==> src/emesh_config.svh <==
// Emesh node configuration with bus widths, memory and trace depths and the AXI register map
`ifndef EMESH_CONFIG_SVH
`define EMESH_CONFIG_SVH

////////////////////////////////////////////////////////////////////////////
// Emesh bus widths
////////////////////////////////////////////////////////////////////////////
`define EMESH_AW 32
`define EMESH_DW 32

// Shared memory holds this many 32-bit words
`define MEM_WORDS 256

// Number of records the trace FIFO can hold
`define TRACE_DEPTH 8

////////////////////////////////////////////////////////////////////////////
// AXI4-Lite trace register byte offsets
////////////////////////////////////////////////////////////////////////////
`define REG_STATUS    8'h00
`define REG_HEAD_CTRL 8'h04
`define REG_HEAD_SRC  8'h08
`define REG_HEAD_DST  8'h0C
`define REG_HEAD_DATA 8'h10
`define REG_POP       8'h14

`endif
==> src/emesh_pkg.sv <==
// Emesh transaction types shared by the masters, arbiter, memory and monitor
`default_nettype none
`include "emesh_config.svh"

package emesh_pkg;

   // One emesh request as driven by a master while access is high
   // Field order puts the control bits on top and the payload at the bottom
   typedef struct packed {
      logic                 write;
      logic [1:0]           datamode;
      logic [3:0]           ctrlmode;
      logic [`EMESH_AW-1:0] dstaddr;
      logic [`EMESH_AW-1:0] srcaddr;
      logic [`EMESH_DW-1:0] data;
   } emesh_packet_t;

   // Read response sent back by the memory
   // The srcaddr of the request is echoed as a tag so that the
   // requester can match the answer to its read
   typedef struct packed {
      logic                 valid;
      logic [`EMESH_AW-1:0] srcaddr;
      logic [`EMESH_DW-1:0] data;
   } emesh_rsp_t;

endpackage

`default_nettype wire

==> src/emesh_arbiter.sv <==
// Round-robin arbiter that merges two emesh master ports onto one shared bus
`timescale 1ns/1ps
`default_nettype none

module emesh_arbiter
   #(
   parameter type packet_type = emesh_pkg::emesh_packet_t
   )
   (
   input  logic       clk,
   input  logic       reset,
   input  logic       m0_access,
   input  packet_type m0_packet,
   output logic       m0_wait,
   input  logic       m1_access,
   input  packet_type m1_packet,
   output logic       m1_wait,
   output logic       bus_access,
   output packet_type bus_packet
   );

   // High when m1 won the most recent contested cycle
   // Reset sets it so that the first conflict goes to m0
   logic last_winner;
   logic grant0;
   logic grant1;

   ////////////////////////////////////////////////////////////////////////////
   // Grant decision
   ////////////////////////////////////////////////////////////////////////////

   // A lone request always wins in the cycle it appears
   // On a conflict the port that lost last time gets the bus
   assign grant0 = m0_access & (~m1_access | last_winner);
   assign grant1 = m1_access & (~m0_access | ~last_winner);

   // Wait goes only to a requesting port that lost and so stays low after reset
   assign m0_wait = m0_access & ~grant0;
   assign m1_wait = m1_access & ~grant1;

   assign bus_access = grant0 | grant1;
   assign bus_packet = grant1 ? m1_packet : m0_packet;

   // Priority only moves on contested cycles
   always_ff @(posedge clk)
   begin
      if (reset)
         last_winner <= 1'b1;
      else if (m0_access && m1_access)
         last_winner <= grant1;
   end

   ////////////////////////////////////////////////////////////////////////////
   // Checks
   ////////////////////////////////////////////////////////////////////////////

   // At most one master handshake completes per edge
   a_single_grant : assert property (@(posedge clk) disable iff (reset)
      !(m0_access && !m0_wait && m1_access && !m1_wait));

   // A stalled master keeps requesting and is served on the next cycle
   a_m0_wait_one_cycle : assert property (@(posedge clk) disable iff (reset)
      m0_wait |=> !m0_wait);

   a_m1_wait_one_cycle : assert property (@(posedge clk) disable iff (reset)
      m1_wait |=> !m1_wait);

endmodule

`default_nettype wire

==> config.mk <==
export PLATFORM = sky130hd
export DESIGN_NAME = emesh_arbiter
export DESIGN_NICKNAME = d
export VERILOG_FILES = /design/src/emesh_pkg.sv /design/src/emesh_arbiter.sv
export VERILOG_INCLUDE_DIRS = /design/src
export SDC_FILE = /design/constraint.sdc
export NUM_CORES = 1
export LEC_CHECK = 0
export BUFFER_PORTS_ARGS = -buffer_cell sky130_fd_sc_hd__clkbuf_2
export CAP_MARGIN = 0
export CORE_AREA = 2 2 122 124
export DETAILED_ROUTE_END_ITERATION = 16
export DIE_AREA = 0 0 124 126
export SLEW_MARGIN = 20
export SYNTH_ARGS = -nofsm -noshare
export SYNTH_HDL_FRONTEND = slang
export SYNTH_SLANG_ARGS = --single-unit
==> constraint.sdc <==
create_clock -name clk -period 1.31 [get_ports clk]
set_input_delay 0.1965 -clock clk [delete_from_list [all_inputs] [get_ports clk]]
set_output_delay 0.1965 -clock clk [all_outputs]
set_load 0.02 [all_outputs]
==> impl_metrics.env <==
export IMPL_use_met3_pct=1.09
export IMPL_die_w_microns=124
export IMPL_gr_total_overflow=0
export IMPL_pre_cts_ws_ns=-0.259
export IMPL_diodes=0
export IMPL_gp_congestion=0.797
export IMPL_area_delta_synth_final_pct=116
export IMPL_synth_seq_cells=1
export IMPL_path_depth=6
export IMPL_finClkSkew_ns=0
export IMPL_cts_hold_buf=0
export IMPL_io_pins=316
export IMPL_hold_viol=0
export IMPL_routed_via_density=3.66
export IMPL_wl_mm=7.54
export IMPL_grt_max_degree=21
export IMPL_cp_num_buf_inv=4
export IMPL_stdcell_count=637
export IMPL_grt_usage_pct=8.01
export IMPL_first_global_vias=2187
export IMPL_cp_arrival_ns=1.36
export IMPL_portBuffers=315
export IMPL_crit_fanout=20
export IMPL_hold_path_class="primary input to flop"
export IMPL_whs_ns=0.395
export IMPL_top_register="last_winner"
export IMPL_min_period_over_period_pct=119
export IMPL_setup_ws_ns=-0.247
export IMPL_placed_cell_area_sq_um=3550
export IMPL_multi_input_area_sq_um=1470
export IMPL_initial_core_util_pct=11.7
export IMPL_synth_simple_gate_area_share_pct=1.20
export IMPL_syn_area_sq_um=1670
export IMPL_busiest_layer="met2"
export IMPL_synthMuxAreaShare_pct=85.1
export IMPL_p_int_mw=0.926
export IMPL_largest_register_ff_count=1
export IMPL_relSlewSlack_pct=87.5
export IMPL_grt_pass1_wl_mm=10.2
export IMPL_power_share_switching_pct=45.1
export IMPL_r2r_cells=3
export IMPL_firstDrtPassIters=4
export IMPL_violations="setup timing"
export IMPL_wl_per_cell_microns=11.8
export IMPL_met2_usage_pct=17.4
export IMPL_ys_warn_count=0
export IMPL_reg2reg_to="last_winner"
export IMPL_die_y_microns=126
export IMPL_first_iter_violations=38
export IMPL_vias=2334
export IMPL_peakVddDrop_mv=0.137
export IMPL_path_clk_slew_ns=0
export IMPL_fin_total_pwr_mw=1.69
export IMPL_r2r_start="last_winner"
export IMPL_fin_util_pct=25.3
export IMPL_rsz0062_at_grt="yes"
export IMPL_outcome="finished with violations"
export IMPL_synth_area_per_cell_sq_um=13.7
export IMPL_synth_seq_area_share_pct=1.20
export IMPL_min_to="last_winner"
export IMPL_drive_gt1_share_pct=98.9
export IMPL_reg_top3="last_winner (1)"
export IMPL_drc=0
export IMPL_hold_path_depth=2
export IMPL_grtUsageMet1_pct=8.19
export IMPL_pwr_share_seq_pct=2.1
export IMPL_cp_top_family="buffers and inverters"
export IMPL_clkPwrFrac_pct=0
export IMPL_synth_area_leaders="mux2_4, mux2_2, buf_12, buf_4, dfxtp_1"
export IMPL_antenna_found_initial=0
export IMPL_path_cells="clkbuf_2 -> a21boi_4 -> buf_12 -> buf_12 -> mux2_4 -> clkbuf_2"
export IMPL_core_area_sq_um=14300
export IMPL_worstHoldStart="reset"
export IMPL_timing_setup_tns_ns=-20.30
export IMPL_dieArea_sq_um=15600
export IMPL_p_leak_nw=2.16
export IMPL_num_rows=44
export IMPL_final_max_slew_violation_count=0
export IMPL_syn_inst=122
export IMPL_synth_xor_xnor_area_share_pct=0
export IMPL_slowest_delay_ns=0.30
export IMPL_period_minus_slack_ns=1.56
export IMPL_synth_compound_area_share_pct=1.87
export IMPL_yosys_cell_types_count=13
export IMPL_reg2reg_setup_slack_ns=0.49
export IMPL_num_fill_cells=1572
export IMPL_final_area_sq_um=3620
export IMPL_drv_cap=0
export IMPL_synth_area_leader_cell="mux2_4"
export IMPL_finalSetupViolCount=103
export IMPL_place_inst=636
export IMPL_pwr_share_comb_pct=97.9
export IMPL_synthesis_nets=332
export IMPL_critPathCaptureType="output port"
export IMPL_clock_latency_ns=0
export IMPL_place_hpwl_mm=6.97
export IMPL_synth_top_area_share_pct=62.9
export IMPL_powerDensity_nw_per_um2=467
export IMPL_worstMarginPinSlew_ns=0.186
export IMPL_startpoint_type="primary input"
export IMPL_antenna_left=0
export IMPL_synth_adder_area_share_pct=0
export IMPL_max_freq_mhz=642
export IMPL_critPathRequiredTime_ns=1.11
export IMPL_critPathKind="primary input to output port"
export IMPL_cp_slowest_cell="mux2_4"
export IMPL_switching_power_mw=0.762
export IMPL_nets=665
export IMPL_synth_top_family_by_area="multiplexers"
export IMPL_seqCellArea_sq_um=21.3
[Yosys cell counts (all sizes together)]
cell type,count
mux2,103
buf,11
a21boi,1
a21oi,1
and3,1
dfxtp,1
nand2,1
nor2,1
o21bai,1
or2,1
[power groups by stage]
stage | clock network (mW) | registers [mW] | logic, mW
finish | 0 | 0.0357 | 1.65
global route | 0 | 0.0359 | 1.76
CTS | 0 | 0.0358 | 1.64
detailed placement | 0 | 0.0358 | 1.62
global placement | 0 | 0.0357 | 1.62
floorplan | 0 | 0.0361 | 0.993
[worst max path at each step]
stage / startpoint / endpoint / slack [ns]
after CTS: m0_access / bus_packet[101] / -0.26
after global placement: m0_access / bus_packet[100] / -0.24
after detailed placement: m0_access / bus_packet[101] / -0.26
after global routing: m0_access / bus_packet[94] / -0.31
final: m0_access / bus_packet[46] / -0.25
after floorplan: last_winner / bus_packet[100] / -0.04
[final cells by class]
class | count | share of cell area [%]
Multi-Input combinational cell | 110 | 40.7
Sequential cell | 1 | 0.588
Tap cell | 184 | 6.36
Timing Repair Buffer | 342 | 52.3
[routing by layer]
layer  share of wire, %  vias up  wire [microns]
li1                   -     1128               -
met1                 33     1032            2520
met2                 54      172            4060
met3                 12        2             938
met4               0.17        0              13
met5                  0        -               0
[placed cells by master, fill, tap and decap left out]
| cell | netlist | routed |
|---|---|---|
| nor2_1 | 1 | 1 |
| or2_2 | 1 | 1 |
| mux2_4 | 70 | 70 |
| buf_6 | 0 | 10 |
| and3_1 | 1 | 1 |
| o21bai_1 | 1 | 1 |
| a21boi_4 | 1 | 1 |
| buf_4 | 3 | 23 |
| buf_2 | 0 | 34 |
| nand2_1 | 1 | 1 |
| mux2_2 | 33 | 33 |
| dfxtp_2 | 0 | 1 |
| a21oi_1 | 1 | 1 |
| buf_12 | 7 | 4 |
| clkbuf_2 | 0 | 271 |
[kinds of logic (layout without fill, tap and decap cells)]
group,Yosys count,count (layout)
simple gates,4,4
buf+inv,11,342
flops,1,1
compound gates,3,3
mux,103,103
[what timing repair did]
| action | 4_1_cts | 5_1_grt |
|---|---|---|
| resized for setup | 2 | 62 |
| setup endpoints to repair | 103 | 103 |
| buffers inserted | 1 | 0 |
Note: power is estimated with default switching activity, not from simulation.
