[config.mk]
export PLATFORM = sky130hd
export DESIGN_NAME = trace_axil_port
export DESIGN_NICKNAME = d
export VERILOG_FILES = /design/src/trace_pkg.sv /design/src/trace_axil_port.sv
export VERILOG_INCLUDE_DIRS = /design/src
export SDC_FILE = /design/constraint.sdc
export NUM_CORES = 1
export LEC_CHECK = 0
export BUFFER_PORTS_ARGS = -buffer_cell sky130_fd_sc_hd__buf_2
export CAP_MARGIN = 30
export CORE_AREA = 5 5 104 81
export DETAILED_ROUTE_END_ITERATION = 8
export DIE_AREA = 0 0 109 86
export GPL_ROUTABILITY_DRIVEN = 0
export GPL_TIMING_DRIVEN = 1
export PLACE_DENSITY = 0.88
export SETUP_SLACK_MARGIN = 0.05
export SYNTH_ARGS = -nofsm -noshare
export SYNTH_HDL_FRONTEND = slang
export SYNTH_SLANG_ARGS = --single-unit
[constraint.sdc]
create_clock -name clk -period 1.6 [get_ports clk]
set_input_delay 0.24 -clock clk [delete_from_list [all_inputs] [get_ports clk]]
set_output_delay 0.24 -clock clk [all_outputs]
set_load 0.02 [all_outputs]
[src/emesh_config.svh]
// Emesh node configuration with bus widths, memory and trace depths and the AXI register map
`ifndef EMESH_CONFIG_SVH
`define EMESH_CONFIG_SVH

////////////////////////////////////////////////////////////////////////////
// Emesh bus widths
////////////////////////////////////////////////////////////////////////////
`define EMESH_AW 32
`define EMESH_DW 32

// Shared memory holds this many 32-bit words
`define MEM_WORDS 256

// Number of records the trace FIFO can hold
`define TRACE_DEPTH 8

////////////////////////////////////////////////////////////////////////////
// AXI4-Lite trace register byte offsets
////////////////////////////////////////////////////////////////////////////
`define REG_STATUS    8'h00
`define REG_HEAD_CTRL 8'h04
`define REG_HEAD_SRC  8'h08
`define REG_HEAD_DST  8'h0C
`define REG_HEAD_DATA 8'h10
`define REG_POP       8'h14

`endif
[src/trace_pkg.sv]
// Trace record and AXI4-Lite channel types for the trace readout port
`default_nettype none
`include "emesh_config.svh"

package trace_pkg;

   // One captured bus transaction with the time of its accept edge
   typedef struct packed {
      logic [15:0]          stamp;
      logic [3:0]           ctrlmode;
      logic [1:0]           datamode;
      logic                 write;
      logic [`EMESH_AW-1:0] srcaddr;
      logic [`EMESH_AW-1:0] dstaddr;
      logic [`EMESH_DW-1:0] data;
   } trace_record_t;

   // Host to slave channels AW, W, B ready, AR and R ready
   typedef struct packed {
      logic        awvalid;
      logic [7:0]  awaddr;
      logic        wvalid;
      logic [31:0] wdata;
      logic        bready;
      logic        arvalid;
      logic [7:0]  araddr;
      logic        rready;
   } axil_req_t;

   // Slave to host channels AW ready, W ready, B, AR ready and R
   typedef struct packed {
      logic        awready;
      logic        wready;
      logic        bvalid;
      logic [1:0]  bresp;
      logic        arready;
      logic        rvalid;
      logic [31:0] rdata;
      logic [1:0]  rresp;
   } axil_rsp_t;

endpackage

`default_nettype wire

[src/trace_axil_port.sv]
// AXI4-Lite slave that exposes trace status and head record and pops on command
`timescale 1ns/1ps
`default_nettype none
`include "emesh_config.svh"

module trace_axil_port
   (
   input  logic                     clk,
   input  logic                     reset,
   input  trace_pkg::axil_req_t     axil_req,
   output trace_pkg::axil_rsp_t     axil_rsp,
   input  trace_pkg::trace_record_t head,
   input  logic                     head_valid,
   input  logic                     overflow,
   input  logic [3:0]               count,
   output logic                     pop
   );

   localparam logic [1:0] RESP_OKAY   = 2'b00;
   localparam logic [1:0] RESP_SLVERR = 2'b10;

   trace_pkg::trace_record_t view;

   logic        wr_ready;
   logic        wr_hit;
   logic        bvalid;
   logic [1:0]  bresp;
   logic        ar_ready;
   logic        rvalid;
   logic [31:0] rdata;
   logic [1:0]  rresp;
   logic [31:0] rd_data;
   logic [1:0]  rd_resp;

   ////////////////////////////////////////////////////////////////////////////
   // Write channel
   ////////////////////////////////////////////////////////////////////////////

   // AW and W are taken together and only while no B is outstanding
   // The ready pulse lasts one cycle so each handshake is counted once
   always_ff @(posedge clk)
   begin
      if (reset)
      begin
         wr_ready <= 1'b0;
         bvalid   <= 1'b0;
         pop      <= 1'b0;
      end
      else
      begin
         wr_ready <= axil_req.awvalid & axil_req.wvalid & ~wr_ready & ~bvalid;
         // Pop fires together with B one cycle after the handshake
         pop      <= wr_ready & (axil_req.awaddr == `REG_POP) & head_valid;
         if (wr_ready)
            bvalid <= 1'b1;
         else if (axil_req.bready)
            bvalid <= 1'b0;
      end
   end

   // Writes inside the map are OKAY and only REG_POP has an effect
   assign wr_hit = axil_req.awaddr inside {`REG_STATUS, `REG_HEAD_CTRL, `REG_HEAD_SRC,
                                           `REG_HEAD_DST, `REG_HEAD_DATA, `REG_POP};

   always_ff @(posedge clk)
   begin
      if (wr_ready)
         bresp <= wr_hit ? RESP_OKAY : RESP_SLVERR;
   end

   ////////////////////////////////////////////////////////////////////////////
   // Read channel
   ////////////////////////////////////////////////////////////////////////////

   // Head fields read as zero while the FIFO is empty
   assign view = head_valid ? head : '0;

   always_comb
   begin
      rd_data = 32'd0;
      rd_resp = RESP_OKAY;
      case (axil_req.araddr)
         `REG_STATUS:    rd_data = {23'd0, overflow, 4'd0, count};
         `REG_HEAD_CTRL: rd_data = {view.stamp, 8'd0, view.ctrlmode, view.datamode,
                                    1'b0, view.write};
         `REG_HEAD_SRC:  rd_data = view.srcaddr;
         `REG_HEAD_DST:  rd_data = view.dstaddr;
         `REG_HEAD_DATA: rd_data = view.data;
         `REG_POP:       rd_data = 32'd0;
         default:        rd_resp = RESP_SLVERR;
      endcase
   end

   always_ff @(posedge clk)
   begin
      if (reset)
      begin
         ar_ready <= 1'b0;
         rvalid   <= 1'b0;
      end
      else
      begin
         ar_ready <= axil_req.arvalid & ~ar_ready & ~rvalid;
         if (ar_ready)
            rvalid <= 1'b1;
         else if (axil_req.rready)
            rvalid <= 1'b0;
      end
   end

   // Data is sampled at the AR handshake and held until rready
   always_ff @(posedge clk)
   begin
      if (ar_ready)
      begin
         rdata <= rd_data;
         rresp <= rd_resp;
      end
   end

   always_comb
   begin
      axil_rsp.awready = wr_ready;
      axil_rsp.wready  = wr_ready;
      axil_rsp.bvalid  = bvalid;
      axil_rsp.bresp   = bresp;
      axil_rsp.arready = ar_ready;
      axil_rsp.rvalid  = rvalid;
      axil_rsp.rdata   = rdata;
      axil_rsp.rresp   = rresp;
   end

endmodule

`default_nettype wire

==> results.cfg <==
[clock_network]
post_cts_resized = 0
numCtsBuffers = 5
root_buffer = clkbuf_8
tritoncts = yes
htree_levels = 2
clkTransAtPathRegs_ns = 0.08
cts_hold_buf = 0
post_cts_buffers = 0
clock_latency_ns = 0.29
clock_sinks = 39
clockBufferDepth = 2

[final_layout]
syn2layout_area_growth_pct = 50.9
final_util_pct = 50.0
fin_nets = 580
drive_gt1_share_pct = 64.3
antenna_cells = 0

[power_and_ir_drop]
power_frac_comb_pct = 18.7
clkPwrFrac_pct = 33.9
p_per_area_nw_per_um2 = 677
swShare_pct = 24.8
power.total_mw = 2.46
ir_worst_vdd_mv = 0.502
p_leak_nw = 1.45
internal_power_mw = 1.85
seqPwrFrac_pct = 47.5
p_sw_mw = 0.609

[die]
io-pin-count = 222
fp-row-count = 27
initial_core_util_pct = 33.1
dieArea_sq_um = 9370
die_y_um = 86
die_w_um = 109
core_sq_um = 7260

[run_status]
status = finished clean

[global_route]
grt_pass1_vias = 2587
grtUsageTotal_pct = 16.3
grt_max_degree = 29
grt_pass1_wl_um = 12000
antenna_found_initial = 0
gr-total-overflow = 0

[detailed_routing]
wl_per_cell_um = 16.6
dr_total_vias = 2437
avgViaCountPerCell = 4.85
firstDrtPassIters = 4
drc = 0
ant_nets = 0
routed_wl_um = 8320
drtIter0Drc = 94

[yosys]
synth_area_leader_cell = edfxtp_1
async_reset_ff_share_pct = 0
ys_seq_area_share_pct = 46.6
yosys.cell_types.count = 33
ys_top_cells_by_area = edfxtp_1, mux2_2, a22oi_1
yosys_warnings = 0
ys.flop_type = edfxtp_1
synth.avg_cell_area_sq_um = 11.3
synth_area_sq_um = 2400
synth_top_area_share_pct = 42.5
yosysMostFrequentCell = edfxtp_1
ys_ff_latch = 39
syn_inst = 212
synth_edf_count = 34
synth.top_cells.by_count = edfxtp_1, nand2_1, mux2_2, a21oi_1, a22oi_1

[critical_path]
critPathSlowestCell = and4_1
path_class = input port to flip-flop
crit_fanout = 27
start_kind = input port
cp.arrival_ns = 1.54
cp-end-kind = flip-flop
cp_slowest_stage_delay_ns = 0.36
crit_chain = buf_2 > nor3_1 > and4_1 > buf_12 > nand2_1 > a21oi_1
cp.required_ns = 1.72

[timing]
setup_tns_ns = 0
fin_skew_ns = 0.00617
hold_viol = 0
setup_viol = 0
min_period_ns = 1.42
whs_ns = 0.133
max_freq_ghz = 0.704
fin_crit_sh_pct = 88.7
rsz0062_at_grt = no
drv_slew = 0

[placement]
port_buffers = 187
dp_hpwl_um = 6740

[run]
maxCapViolations = 0

[worst_hold_path]
hp-class = input port to flip-flop
==> metrics by stage <==
step                      worst slack (ns)  std cells  area (sq um)
after floorplan                     0.0656        213          2410
after global placement             -0.0752        494          3520
after detailed placement            -0.146        494          3520
after CTS                            0.164        502          3630
after global routing                0.0855        502          3630
final                                0.180        502          3630
==> sequential cells by signal, summed over array words and instances, names as in the netlist <==
| name | cells |
|---|---|
| pop | 1 |
| ar_ready | 1 |
| bvalid | 1 |
| rdata | 32 |
| bresp | 1 |
| rvalid | 1 |
| wr_ready | 1 |
| rresp | 1 |
==> placed cells by master, fill, tap and decap left out, types with 2 or more instances in the layout <==
cell type	synthesis	layout
buf_12	1	8
nor2b_1	2	2
inv_1	2	2
a22oi_2	10	10
mux2_2	22	22
edfxtp_1	34	34
and3_1	3	3
a22oi_1	17	17
dfxtp_1	5	4
a32oi_1	10	10
nor3_1	2	2
buf_2	7	187
conb_1	1	2
a21oi_2	12	12
nand2_1	31	31
buf_4	8	8
nor2_1	4	4
clkbuf_8	0	5
a21oi_1	17	17
o22ai_1	5	5
==> cell type report <==
| cell class | count | area, sq um |
|---|---|---|
| Fill cell | 674 | 3630 |
| Timing Repair Buffer | 203 | 1160 |
| Sequential cell | 39 | 1120 |
| Multi-Input combinational cell | 149 | 1100 |
| Tap cell | 101 | 126 |
| Clock buffer | 5 | 68.8 |
| Clock inverter | 3 | 43.8 |
| Inverter | 2 | 7.51 |
==> kinds of logic after synthesis <==
family | Yosys count | share of synthesized area (%)
buffers and inverters | 25 | 8.06
other | 1 | 0.156
flip-flops | 39 | 46.6
multiplexers | 22 | 10.3
AND/OR/NAND/NOR | 50 | 10.2
AO/OA/AOI/OAI | 75 | 24.6
==> power groups by stage <==
stage / Combinational (mW) / Clock [mW] / Sequential, mW
2_1_floorplan: 0.130 / 0 / 1.25
3_3_place_gp: 0.444 / 0 / 1.19
3_5_place_dp: 0.459 / 0 / 1.19
4_1_cts: 0.461 / 0.863 / 1.17
5_1_grt: 0.491 / 0.894 / 1.17
6_report: 0.459 / 0.832 / 1.17
==> final timing paths <==
path | startpoint | end | slack, ns | depth (start not counted)
max | axil_req[6] | rdata[15]$_DFFE_PP_ | 0.18 | 6
min | axil_req[45] | pop$_SDFF_PP0_ | 0.13 | 2
max reg2reg | ar_ready$_SDFF_PP0_ | rdata[14]$_DFFE_PP_ | 0.53 | 1
min reg2reg | rvalid$_SDFFE_PP0P_ | ar_ready$_SDFF_PP0_ | 0.45 | 1
==> worst max-delay path, delay by kind of cell <==
kind	cells	cell delay (ns)
AOI/OAI and AO/OA	1	0.19
and+or+nand+nor	3	0.76
buffers and inverters	2	0.33
==> layer usage <==
layer / part of all wire (%) / track usage [%]
met5: 0 / 0
met4: 0.79 / 4.24
met3: 8.4 / 2.93
met2: 53 / 32.4
met1: 38 / 17.5
No activity file was read; power rests on OpenSTA's default activity.
